$ cat src/rtl/datapath_consts.svh
//####################################################################
// constants shared by the execution datapath blocks
// reset vector, status byte bit positions and BCD correction limits
// include in any module that needs one of these values
//####################################################################

`ifndef DATAPATH_CONSTS_SVH
`define DATAPATH_CONSTS_SVH

// program counter value loaded while rstN is low
`define RESET_PC 16'hF000

// bit positions inside the packed status byte, bits 4 and 5 read as zero
`define STATUS_C 3'd0
`define STATUS_Z 3'd1
`define STATUS_I 3'd2
`define STATUS_D 3'd3
`define STATUS_V 3'd6
`define STATUS_N 3'd7

// a BCD digit above this value needs the +6 correction
`define BCD_LOW_LIMIT 4'd9
`define BCD_HIGH_LIMIT 4'd9

`endif

$ cat src/rtl/datapathPkg.sv
//####################################################################
// types shared by the execution datapath and its testbench
// opcodes, ALU operations, instruction and control words,
// the status byte layout and the architectural state bundle
//####################################################################

package datapathPkg;

	// instruction set handled by the datapath
	typedef enum logic [4:0] {
		OP_NOP, OP_LDA, OP_LDX, OP_LDY,
		OP_ADC, OP_SBC, OP_AND, OP_ORA,
		OP_EOR, OP_LSR, OP_TAX, OP_TAY,
		OP_TXA, OP_SEC, OP_CLC, OP_SED,
		OP_CLD, OP_JMP
	} opcodeT;

	// ALU function select
	typedef enum logic [2:0] {
		ALU_PASS, ALU_SUM, ALU_AND, ALU_EOR, ALU_OR, ALU_SHR
	} aluOpT;

	// operand multiplexer selects
	typedef enum logic [1:0] {ASRC_A, ASRC_X, ASRC_ZERO} aSrcT;
	typedef enum logic [1:0] {BSRC_OPER, BSRC_INV, BSRC_ZERO} bSrcT;

	// one instruction from the sequencer, 8-bit ops use the low byte
	typedef struct packed {
		opcodeT opcode;
		logic [15:0] operand;
	} instWordT;

	// decoded strobes for a single cycle
	typedef struct packed {
		aluOpT aluOp;
		aSrcT aSrcSel;
		bSrcT bSrcSel;
		logic useCarryIn;
		logic loadA;
		logic loadX;
		logic loadY;
		logic updNZ;
		logic updC;
		logic updV;
		logic setC;
		logic clrC;
		logic setD;
		logic clrD;
		logic decimalAllowed;
		logic pcJump;
		logic [1:0] pcStep;
	} ctrlWordT;

	// status byte as N V - - D I Z C
	typedef struct packed {
		logic n;
		logic v;
		logic [1:0] zero;
		logic d;
		logic i;
		logic z;
		logic c;
	} flagsT;

	// visible state after each committed instruction
	typedef struct packed {
		logic [7:0] a;
		logic [7:0] x;
		logic [7:0] y;
		flagsT flags;
		logic [15:0] pc;
	} archStateT;

endpackage

$ cat src/rtl/opDecode.sv
//####################################################################
// instruction decoder for the execution datapath
// maps an opcode to the control word of strobes used in one cycle
// purely combinational, outputs an idle word while valid is low
//####################################################################

`timescale 1ns/1ps

module opDecode (
	input  datapathPkg::opcodeT   opcode,
	input  logic                  valid,
	output datapathPkg::ctrlWordT ctrl
);

	always_comb begin
		// idle word: no loads, no flag strobes, PC holds
		ctrl = '0;
		ctrl.aluOp = datapathPkg::ALU_PASS;
		ctrl.aSrcSel = datapathPkg::ASRC_ZERO;
		ctrl.bSrcSel = datapathPkg::BSRC_ZERO;
		if (valid) begin
			// most ops are single byte, immediates override below
			ctrl.pcStep = 2'd1;
			case (opcode)
				datapathPkg::OP_LDA, datapathPkg::OP_LDX, datapathPkg::OP_LDY: begin
					// operand passes through with A side forced to zero
					ctrl.bSrcSel = datapathPkg::BSRC_OPER;
					ctrl.loadA = (opcode == datapathPkg::OP_LDA);
					ctrl.loadX = (opcode == datapathPkg::OP_LDX);
					ctrl.loadY = (opcode == datapathPkg::OP_LDY);
					ctrl.updNZ = 1'b1;
					ctrl.pcStep = 2'd2;
				end
				datapathPkg::OP_ADC, datapathPkg::OP_SBC: begin
					ctrl.aluOp = datapathPkg::ALU_SUM;
					ctrl.aSrcSel = datapathPkg::ASRC_A;
					// subtract is A + ~M + C
					ctrl.bSrcSel = (opcode == datapathPkg::OP_SBC) ?
						datapathPkg::BSRC_INV : datapathPkg::BSRC_OPER;
					ctrl.useCarryIn = 1'b1;
					ctrl.loadA = 1'b1;
					ctrl.updNZ = 1'b1;
					ctrl.updC = 1'b1;
					ctrl.updV = 1'b1;
					// decimal correction is only wired up for add
					ctrl.decimalAllowed = (opcode == datapathPkg::OP_ADC);
					ctrl.pcStep = 2'd2;
				end
				datapathPkg::OP_AND, datapathPkg::OP_ORA, datapathPkg::OP_EOR: begin
					ctrl.aluOp = (opcode == datapathPkg::OP_AND) ? datapathPkg::ALU_AND :
						(opcode == datapathPkg::OP_ORA) ? datapathPkg::ALU_OR :
						datapathPkg::ALU_EOR;
					ctrl.aSrcSel = datapathPkg::ASRC_A;
					ctrl.bSrcSel = datapathPkg::BSRC_OPER;
					ctrl.loadA = 1'b1;
					ctrl.updNZ = 1'b1;
					ctrl.pcStep = 2'd2;
				end
				datapathPkg::OP_LSR: begin
					// bit 0 of A drops into C
					ctrl.aluOp = datapathPkg::ALU_SHR;
					ctrl.aSrcSel = datapathPkg::ASRC_A;
					ctrl.loadA = 1'b1;
					ctrl.updNZ = 1'b1;
					ctrl.updC = 1'b1;
				end
				datapathPkg::OP_TAX, datapathPkg::OP_TAY: begin
					ctrl.aSrcSel = datapathPkg::ASRC_A;
					ctrl.loadX = (opcode == datapathPkg::OP_TAX);
					ctrl.loadY = (opcode == datapathPkg::OP_TAY);
					ctrl.updNZ = 1'b1;
				end
				datapathPkg::OP_TXA: begin
					ctrl.aSrcSel = datapathPkg::ASRC_X;
					ctrl.loadA = 1'b1;
					ctrl.updNZ = 1'b1;
				end
				datapathPkg::OP_SEC: ctrl.setC = 1'b1;
				datapathPkg::OP_CLC: ctrl.clrC = 1'b1;
				datapathPkg::OP_SED: ctrl.setD = 1'b1;
				datapathPkg::OP_CLD: ctrl.clrD = 1'b1;
				datapathPkg::OP_JMP: begin
					ctrl.pcJump = 1'b1;
					ctrl.pcStep = 2'd0;
				end
				// NOP and unused codes just step the PC
				default: ctrl.pcStep = 2'd1;
			endcase
		end
	end

endmodule

$ cat src/rtl/aluCore.sv
//####################################################################
// 8-bit ALU of the execution datapath
// add with carry in two nibble steps, AND, OR, EOR and shift right
// combinational, result and carry are qualified by the decoder strobes
//####################################################################

`timescale 1ns/1ps

module aluCore (
	input  logic [7:0]           opA,
	input  logic [7:0]           opB,
	input  logic                 carryIn,
	input  datapathPkg::aluOpT   aluOp,
	output logic [7:0]           result,
	output logic                 halfCarry,
	output logic                 carryOut,
	output logic                 overflow
);

	// nibble sums, bit 4 is the carry into the next nibble
	logic [4:0] lowSum;
	logic [4:0] highSum;
	logic [7:0] binSum;

	// low nibble first so the half carry is visible to decimal adjust
	assign lowSum = {1'b0, opA[3:0]} + {1'b0, opB[3:0]} + {4'b0, carryIn};
	assign highSum = {1'b0, opA[7:4]} + {1'b0, opB[7:4]} + {4'b0, lowSum[4]};
	assign binSum = {highSum[3:0], lowSum[3:0]};

	// exposed for every op, only the sum path consumes it
	assign halfCarry = lowSum[4];

	always_comb begin
		result = binSum;
		carryOut = 1'b0;
		overflow = 1'b0;
		case (aluOp)
			datapathPkg::ALU_SUM: begin
				result = binSum;
				carryOut = highSum[4];
				// same operand signs but the sum sign flipped
				overflow = (opA[7] == opB[7]) && (binSum[7] != opA[7]);
			end
			datapathPkg::ALU_AND: begin
				result = opA & opB;
			end
			datapathPkg::ALU_EOR: begin
				result = opA ^ opB;
			end
			// pass relies on the unused operand being forced to zero
			datapathPkg::ALU_PASS, datapathPkg::ALU_OR: begin
				result = opA | opB;
			end
			datapathPkg::ALU_SHR: begin
				// logical shift, zero into bit 7
				result = {1'b0, opA[7:1]};
				carryOut = opA[0];
			end
			default: begin
				result = binSum;
			end
		endcase
	end

endmodule

$ cat src/rtl/decimalAdjust.sv
//####################################################################
// BCD correction stage after the ALU adder
// adds 6 to each digit that overflowed, active only for decimal ADC
// combinational, passes the binary sum through when disabled
//####################################################################

`timescale 1ns/1ps

`include "datapath_consts.svh"

module decimalAdjust (
	input  logic [7:0] binSum,
	input  logic       halfCarry,
	input  logic       binCarry,
	input  logic       enable,
	output logic [7:0] adjSum,
	output logic       adjCarry
);

	logic fixLow;
	logic fixHigh;
	logic [7:0] correction;

	// low digit past 9 or it already carried into the high digit
	assign fixLow = (binSum[3:0] > `BCD_LOW_LIMIT) || halfCarry;

	// whole byte past 99 or the binary add carried out
	assign fixHigh = (binSum > {`BCD_HIGH_LIMIT, `BCD_LOW_LIMIT}) || binCarry;

	// both corrections land in one add, wraps mod 256
	assign correction = {1'b0, fixHigh, fixHigh, 1'b0, 1'b0, fixLow, fixLow, 1'b0};

	always_comb begin
		if (enable) begin
			adjSum = binSum + correction;
			// a corrected high digit always means a decimal carry
			adjCarry = fixHigh;
		end else begin
			adjSum = binSum;
			adjCarry = binCarry;
		end
	end

endmodule

$ cat src/rtl/statusReg.sv
//####################################################################
// processor status register, N V - - D I Z C
// each flag has its own update or set and clear strobes from decode
// updates on phi2 together with the data registers
//####################################################################

`timescale 1ns/1ps

`include "datapath_consts.svh"

module statusReg (
	input  logic                  phi2,
	input  logic                  rstN,
	input  datapathPkg::ctrlWordT ctrl,
	input  logic [7:0]            result,
	input  logic                  carry,
	input  logic                  overflow,
	output datapathPkg::flagsT    flags
);

	logic [7:0] statusQ;

	always_ff @(posedge phi2) begin
		if (!rstN) begin
			// all flags clear out of reset, including I
			statusQ <= 8'h00;
		end else begin
			// N and Z track the byte written to the destination
			if (ctrl.updNZ) begin
				statusQ[`STATUS_N] <= result[7];
				statusQ[`STATUS_Z] <= (result == 8'h00);
			end
			// explicit set and clear win over the arithmetic carry
			if (ctrl.setC) begin
				statusQ[`STATUS_C] <= 1'b1;
			end else if (ctrl.clrC) begin
				statusQ[`STATUS_C] <= 1'b0;
			end else if (ctrl.updC) begin
				statusQ[`STATUS_C] <= carry;
			end
			if (ctrl.updV) begin
				statusQ[`STATUS_V] <= overflow;
			end
			if (ctrl.setD) begin
				statusQ[`STATUS_D] <= 1'b1;
			end else if (ctrl.clrD) begin
				statusQ[`STATUS_D] <= 1'b0;
			end
			// I has no strobe here and bits 4,5 are never written
		end
	end

	assign flags = datapathPkg::flagsT'(statusQ);

endmodule

$ cat src/rtl/programCounter.sv
//####################################################################
// 16-bit program counter with its incrementer
// steps by 0, 1 or 2 per cycle or loads a jump target
// the low byte carry ripples into the high byte adder
//####################################################################

`timescale 1ns/1ps

`include "datapath_consts.svh"

module programCounter (
	input  logic        phi2,
	input  logic        rstN,
	input  logic [1:0]  pcStep,
	input  logic        pcJump,
	input  logic [15:0] target,
	output logic [15:0] pc
);

	logic [8:0] lowInc;
	logic [7:0] highInc;

	// low byte plus step, bit 8 feeds the high byte
	assign lowInc = {1'b0, pc[7:0]} + {7'b0, pcStep};
	assign highInc = pc[15:8] + {7'b0, lowInc[8]};

	always_ff @(posedge phi2) begin
		if (!rstN) begin
			pc <= `RESET_PC;
		end else if (pcJump) begin
			pc <= target;
		end else begin
			// step of zero holds the PC on idle cycles
			pc <= {highInc, lowInc[7:0]};
		end
	end

endmodule

$ cat src/rtl/execDatapath.sv
//####################################################################
// single-cycle execution datapath, top level
// holds A, X and Y, selects ALU operands and commits results on phi2
// one instruction per cycle, state updates after the sampling edge
//####################################################################

`timescale 1ns/1ps

module execDatapath (
	input  logic                   phi2,
	input  logic                   rstN,
	input  logic                   instValid,
	input  datapathPkg::instWordT  inst,
	output datapathPkg::archStateT state
);

	datapathPkg::ctrlWordT ctrl;
	datapathPkg::flagsT flags;

	logic [7:0] aReg;
	logic [7:0] xReg;
	logic [7:0] yReg;
	logic [15:0] pc;

	logic [7:0] opA;
	logic [7:0] opB;
	logic carryIn;
	logic [7:0] aluResult;
	logic aluHalfCarry;
	logic aluCarry;
	logic aluOverflow;
	logic [7:0] finalResult;
	logic finalCarry;

	opDecode i_opDecode (
		.opcode(inst.opcode),
		.valid(instValid),
		.ctrl(ctrl)
	);

	// A side operand: accumulator, X or zero
	always_comb begin
		case (ctrl.aSrcSel)
			datapathPkg::ASRC_A: opA = aReg;
			datapathPkg::ASRC_X: opA = xReg;
			default: opA = 8'h00;
		endcase
	end

	// B side operand, inverted copy feeds SBC
	always_comb begin
		case (ctrl.bSrcSel)
			datapathPkg::BSRC_OPER: opB = inst.operand[7:0];
			datapathPkg::BSRC_INV: opB = ~inst.operand[7:0];
			default: opB = 8'h00;
		endcase
	end

	assign carryIn = ctrl.useCarryIn & flags.c;

	aluCore i_aluCore (
		.opA(opA),
		.opB(opB),
		.carryIn(carryIn),
		.aluOp(ctrl.aluOp),
		.result(aluResult),
		.halfCarry(aluHalfCarry),
		.carryOut(aluCarry),
		.overflow(aluOverflow)
	);

	// decimal only when D is set and the op is ADC
	decimalAdjust i_decimalAdjust (
		.binSum(aluResult),
		.halfCarry(aluHalfCarry),
		.binCarry(aluCarry),
		.enable(flags.d & ctrl.decimalAllowed),
		.adjSum(finalResult),
		.adjCarry(finalCarry)
	);

	// V stays from the binary sum
	statusReg i_statusReg (
		.phi2(phi2),
		.rstN(rstN),
		.ctrl(ctrl),
		.result(finalResult),
		.carry(finalCarry),
		.overflow(aluOverflow),
		.flags(flags)
	);

	programCounter i_programCounter (
		.phi2(phi2),
		.rstN(rstN),
		.pcStep(ctrl.pcStep),
		.pcJump(ctrl.pcJump),
		.target(inst.operand),
		.pc(pc)
	);

	// register file, load strobes are low on idle cycles
	always_ff @(posedge phi2) begin
		if (!rstN) begin
			aReg <= 8'h00;
			xReg <= 8'h00;
			yReg <= 8'h00;
		end else begin
			if (ctrl.loadA) begin
				aReg <= finalResult;
			end
			if (ctrl.loadX) begin
				xReg <= finalResult;
			end
			if (ctrl.loadY) begin
				yReg <= finalResult;
			end
		end
	end

	always_comb begin
		state.a = aReg;
		state.x = xReg;
		state.y = yReg;
		state.flags = flags;
		state.pc = pc;
	end

endmodule

$ cat config.mk
export PLATFORM = sky130hd
export DESIGN_NAME = execDatapath
export DESIGN_NICKNAME = d
export VERILOG_FILES = /design/src/rtl/datapathPkg.sv /design/src/rtl/opDecode.sv /design/src/rtl/aluCore.sv /design/src/rtl/decimalAdjust.sv /design/src/rtl/statusReg.sv /design/src/rtl/programCounter.sv /design/src/rtl/execDatapath.sv
export VERILOG_INCLUDE_DIRS = /design/src /design/src/rtl
export SDC_FILE = /design/constraint.sdc
export NUM_CORES = 1
export LEC_CHECK = 0
export ABC_AREA = 0
export ABC_CLOCK_PERIOD_IN_PS = 9400
export BUFFER_PORTS_ARGS = -buffer_cell sky130_fd_sc_hd__buf_2
export CAP_MARGIN = 20
export CORE_ASPECT_RATIO = 0.75
export CORE_UTILIZATION = 55
export DETAILED_ROUTE_END_ITERATION = 16
export PLACE_DENSITY = 0.79
export SLEW_MARGIN = 20
export SYNTH_ARGS = -nofsm -noshare
export SYNTH_HDL_FRONTEND = slang
export SYNTH_SLANG_ARGS = --single-unit
$ cat constraint.sdc
create_clock -name phi2 -period 9.4 [get_ports phi2]
set_input_delay 0.94 -clock phi2 [delete_from_list [all_inputs] [get_ports phi2]]
set_output_delay 0.94 -clock phi2 [all_outputs]
set_load 0.01 [all_outputs]
# Word level (Yosys, flattened, before mapping)
# Cells that the tools add are included.
# classes
eq_ne	26
n_mux	32
addsub	7
order_cmp	2
bitwise_logic	6
reduce_logical	20
# op_table
cell	n
== test 5 x 4 -> 1 bit (second input constant)	8
one-hot mux 8 bit (2 select lines)	2
one-hot mux 8 bit (4 select lines)	1
two-way mux 22 bit	1
== test 5 x 3 -> 1 bit (second input constant)	4
two-way mux 1 bit	17
two-way mux 16 bit	1
one-hot mux 2 bit (2 select lines)	4
OR reduction 8 bit	2
OR reduction 12 bit	1
adder 4 x 4 -> 5 bit	2
adder 5 x 1 -> 5 bit	2
== test 5 x 2 -> 1 bit (second input constant)	2
== test 5 bit (second input constant)	2
adder 8 x 2 -> 9 bit	1
one-hot mux 3 bit (3 select lines)	1
OR reduction 3 bit	3
adder 8 x 1 -> 8 bit	1
adder 8 x 7 -> 8 bit	1
AND 8 bit	1
> comparator 8 bit (second input constant)	1
zero test 8 bit	1
two-way mux 8 bit	1
NOT 8 bit	1
other kinds (22)	32
# word_totals
elab_cells	101
regBits	45
out_inout_bits	48

# Depth between registers and ports, before layout
# depth
word_depth	17
depth_mapped	28
depth_no_buf	27

# Modules after synthesis
# Synthesis repeated with hierarchy kept, for this count alone.
# unflattened
hier_cells	459
area_unflattened_um2	3873.7
# modules_own_cells
mod	seq_area_each_um2	area_per_inst_um2	n_inst	cells_per_inst
execDatapath	480.5	1167.4	1	115
programCounter	320.3	930.9	1	104
aluCore	0.0	852.1	1	117
decimalAdjust	0.0	345.3	1	47
opDecode	0.0	341.6	1	53
statusReg	100.1	236.5	1	23

# Least setup slack after synthesis
# No wires, ideal clock.
# synth_timing
kind	input to register
from	input port inst[18] (netlist bit)
to	register xReg[6]
t_arrival_ps	6100
cell_stages	26
n_path_buf	2
setup_ps	116
path_slack_ps	3184
required_ps	9284
cell_sequence	buf_4 clkbuf_1 nor2b_1 o21ai_0 a21oi_1 nand2_1 o21ai_0 inv_1 fa_1 fa_1 nor2b_1 o21ai_0 nand2b_1 fa_1 fa_1 a221oi_1 inv_1 nor3_1 o21ai_1 ha_1 o21ai_0 a21oi_1 mux2_4 nor3_4 nand2_1 o211a_1
# synth_via
elab_chain_len	14
# synth_lines
item	line_no	text
start, declared	execDatapath.sv:13	input datapathPkg::instWordT inst,
== test 5 x 4 -> 1 bit, or another cell as far along	opDecode.sv:24	case (opcode)
OR reduction 8 bit (no line), or another cell as far along	--	
one-hot mux 2 bit (2 select lines)	opDecode.sv:24	
two-way mux 22 bit *	opDecode.sv:21	if (valid) begin
== test 2 x 1 -> 1 bit, or another cell as far along	execDatapath.sv:43	case (ctrl.aSrcSel)
one-hot mux 8 bit (2 select lines), on equally long branches	execDatapath.sv:43, execDatapath.sv:52	
adder 4 x 4 -> 5 bit	aluCore.sv:26	assign lowSum = {1'b0, opA[3:0]} + {1'b0, opB[3:0]} + {4'b0, carryIn};
adder 5 x 1 -> 5 bit	aluCore.sv:26	
adder 5 x 1 -> 5 bit	aluCore.sv:27	assign highSum = {1'b0, opA[7:4]} + {1'b0, opB[7:4]} + {4'b0, lowSum[4]};
one-hot mux 8 bit (4 select lines)	aluCore.sv:37	case (aluOp)
> comparator 8 bit	decimalAdjust.sv:28	assign fixHigh = (binSum > {`BCD_HIGH_LIMIT, `BCD_LOW_LIMIT}) || binCarry;
logical OR 1 bit	decimalAdjust.sv:28	
adder 8 x 7 -> 8 bit	decimalAdjust.sv:35	adjSum = binSum + correction;
two-way mux 8 bit	decimalAdjust.sv:34	if (enable) begin
end signal, assigned	execDatapath.sv:113	xReg <= finalResult;
end, declared	execDatapath.sv:21	logic [7:0] xReg;
# Every way passes the cells marked *; elsewhere a longest branch is shown, timed or not.
# A chain may end at the register's enable or synchronous reset.

# Final worst setup path
# Ends and elaborated chain as after synthesis.

==> impl_metrics.env <==
export IMPL_status="finished clean"
export IMPL_r2r_end="xReg[6]"
export IMPL_cp_required_ps=9610
export IMPL_setup_viol=0
export IMPL_path_buf_inv=3
export IMPL_p_per_area_nw_per_um2=93.54
export IMPL_start_kind="input port"
export IMPL_cp_endpoint="xReg[6]"
export IMPL_crit_reg2reg_launch="xReg[0]"
export IMPL_cts_root_buf="clkbuf_8"
export IMPL_crit_family="adder cells"
export IMPL_grt_max_degree=48
export IMPL_placed_cells=612
export IMPL_final_max_slew_viol_count=0
export IMPL_setup_tns_ps=0
export IMPL_die_h_um=74.61
export IMPL_hold_slack_ps=457.4
export IMPL_drcViolationCount=0
export IMPL_areaGrowthSynthToFinish_pct=10.61
export IMPL_stdcell_count=620
export IMPL_rsz0062_at_grt="false"
export IMPL_clkSinkCount=45
export IMPL_cts_hold_fix_buffers=0
export IMPL_ys_warn_count=0
export IMPL_core_area_um2=6799
export IMPL_grt_pass1_wl_mm=17.55
export IMPL_path_cells="buf_2 > nand4bb_1 > nor2_1 > nand2_1 > o21ai_0 > inv_1 > fa_1 > fa_1 > nor2b_1 > o21ai_0 > nand2b_1 > fa_1 > fa_1 > a221oi_1 > inv_1 > nor3_1 > o21ai_1 > ha_1 > o21ai_0 > a21oi_1 > mux2_4 > nor3_4 > nand2_1 > o211a_1"
export IMPL_ff2ff_setup_slack_ps=4080
export IMPL_ant_nets=0
export IMPL_design_area_um2=4277
export IMPL_nets=589
export IMPL_cts_buffer_depth=2
export IMPL_ys_types=79
export IMPL_boundaryPins=72
export IMPL_clkTransAtPathRegs_ps=90
export IMPL_finalHoldViolations=0
export IMPL_via_per_inst=5.979
export IMPL_cts_tree="done"
export IMPL_yosysTopAreaCell="dfxtp_1"
export IMPL_cts_buffers=5
export IMPL_dpl_cell_area_um2=4187
export IMPL_htreeDepth=2
export IMPL_clock_latency_ps=310
export IMPL_drtIter0Drc=256
export IMPL_skew_ps=5.823
export IMPL_grt_pass1_vias=3286
export IMPL_grt_ovfl_total=0
export IMPL_synthArstFlopShare_pct=0
export IMPL_critPathLaunch="inst[18]"
export IMPL_yosysSeqAreaShare_pct=23.30
export IMPL_drive_above_1_share_pct=18.66
export IMPL_hold_path_class="flop to flop"
export IMPL_path_max_fanout=22
export IMPL_hpwl_mm=8.762
export IMPL_ys_top_cells_by_area="dfxtp_1 23%, nand2_1 8.2%, ha_1 7.8%"
export IMPL_slowest_delay_ps=520
export IMPL_leakagePower_nw=2.043
export IMPL_ys_top_cells_by_count="84 x nand2_1, 45 x dfxtp_1, 29 x inv_1"
export IMPL_vias=3707
export IMPL_ys_ff_latch=45
export IMPL_synth_edf_count=0
export IMPL_synth_most_common_cell="nand2_1"
export IMPL_n_antenna_cell=0
export IMPL_cts_setup_buffers=0
export IMPL_start_util_pct=56.86
export IMPL_grt_usage_pct=30.98
export IMPL_crit_arrival_ps=7050
export IMPL_finalWeightedCongestion=0.9741
export IMPL_synthFlopType="dfxtp_1"
export IMPL_cp_depth=24
export IMPL_maxCapViolCount=0
export IMPL_fmax_mhz=146.2
export IMPL_syn_area_per_cell_um2=8.021
export IMPL_detail_route_first_pass_iterations=4
export IMPL_dieArea_um2=7372
export IMPL_relSlewSlack_pct=29.11
export IMPL_ff2ff_path_depth=21
export IMPL_worstSetupEndpointType="flop"
export IMPL_io_buffers=68
export IMPL_final_period_utilization_pct=72.77
export IMPL_rows=26
export IMPL_post_synth_top_area_fraction_pct=23.30
export IMPL_n_fill_cell=620
export IMPL_cpMaxStageDelayCell="nor2_1"
export IMPL_cts_resized=0
export IMPL_wl_per_cell_um=18.01
export IMPL_worstMarginPinSlew_ps=1063
export IMPL_die_x_um=98.81
export IMPL_path_common_cell="fa_1"
export IMPL_antenna_found_initial=0
export IMPL_ir_drop_uv=61.12
export IMPL_period_needed_ps=6841
export IMPL_netlist_area_um2=3866
export IMPL_worstSetupPathType="input port to flop"
export IMPL_syn_inst=482
export IMPL_routed_wl_mm=11.17
-- worst min-delay path: cells and delay by family, from the launching register on --
kind               cells  cell delay [ps]
and+or+nand+nor        1               50
DFF                    1              320
AOI/OAI and AO/OA      1               50
-- routing by layer --
metal	part of all wire (%)	global-route usage, %
met4	1.4	6.799
met5	0	0
met1	48	44.00
met3	6.8	5.571
met2	44	49.73
-- sequential cells by signal, indices dropped and copies added, names as in the netlist --
name and cells:
aReg 8, i_programCounter.pc 16, i_statusReg.flags 5, xReg 8, yReg 8
-- placed cells by master, fill, tap and decap left out, drive strengths merged, types with 2 or more instances in the layout --
master,synthesis,routed
a2111oi,3,3
a211oi,2,2
a21boi,15,15
a21o,2,2
a21oi,19,19
a221o,2,2
a221oi,5,5
a22o,2,2
a22oi,2,2
a31o,2,2
a32oi,2,2
and2,3,3
and3,11,11
and3b,2,2
buf,14,69
clkbuf,11,5
conb,1,3
dfxtp,45,45
fa,6,6
ha,24,24
inv,30,31
mux2i,10,10
nand2,84,84
nand2b,8,8
nand3,17,17
nand3b,4,4
nand4,4,4
nand4bb,2,2
nor2,23,23
nor2b,11,11
nor3,13,13
nor3b,9,9
o211a,16,16
o211ai,3,3
o21a,9,9
o21ai,26,26
or3,3,3
xnor2,11,11
xor2,8,8
-- worst min path at each step --
stage                                    start                    to  slack, ps  cells past startpoint
after global routing                   yReg[5]               yReg[5]        490                      2
final                                  yReg[5]               yReg[5]        460                      2
after floorplan           i_statusReg.flags[7]  i_statusReg.flags[7]        480                      2
after detailed placement               yReg[5]               yReg[5]        450                      2
after global placement                 yReg[3]               yReg[3]        440                      2
after CTS                              yReg[5]               yReg[5]        460                      2
-- area by class of cell --
cell class / count / area, um^2 / area share, %
clock inverter: 3 / 21.27 / 0.4974
multi-input combinational: 384 / 2720 / 63.60
clock buffer: 5 / 68.82 / 1.609
tap: 84 / 105.1 / 2.458
sequential: 45 / 900.9 / 21.06
timing repair buffer: 69 / 347.8 / 8.133
inverter: 30 / 112.6 / 2.633
-- per-stage QoR --
stage,worst slack (ps),total power [W],utilization [%]
floorplan,3184,0.0002557,-
global placement,2576,0.0002769,61.58
detailed placement,2350,0.0002782,61.58
CTS,2668,0.0004007,62.90
global route,2081,0.0004192,62.90
finish,2559,0.0004000,62.90
-- report_power, final --
| group | switching [W] | internal, W | total (W) |
|---|---|---|---|
| clock network | 0.0000719 | 0.0000528 | 0.000125 |
| registers | 0.00000352 | 0.000194 | 0.000198 |
| logic | 0.0000488 | 0.0000286 | 0.0000773 |
| total | 0.000124 | 0.000276 | 0.000400 |
-- logic make-up (layout without fill, tap and decap cells) --
logic type / count (synthesis) / in the layout / synth area share [%]
other: 1 / 3 / 0.09699
AND/OR/NAND/NOR: 201 / 201 / 27.70
multiplexers: 11 / 11 / 3.074
AO/OA/AOI/OAI: 120 / 120 / 23.62
flip-flops: 45 / 45 / 23.30
XOR/XNOR: 19 / 19 / 4.790
adder cells (fa/ha/maj): 30 / 30 / 10.87
buffers and inverters: 55 / 107 / 6.537
Power figures use the tool's default switching activity.
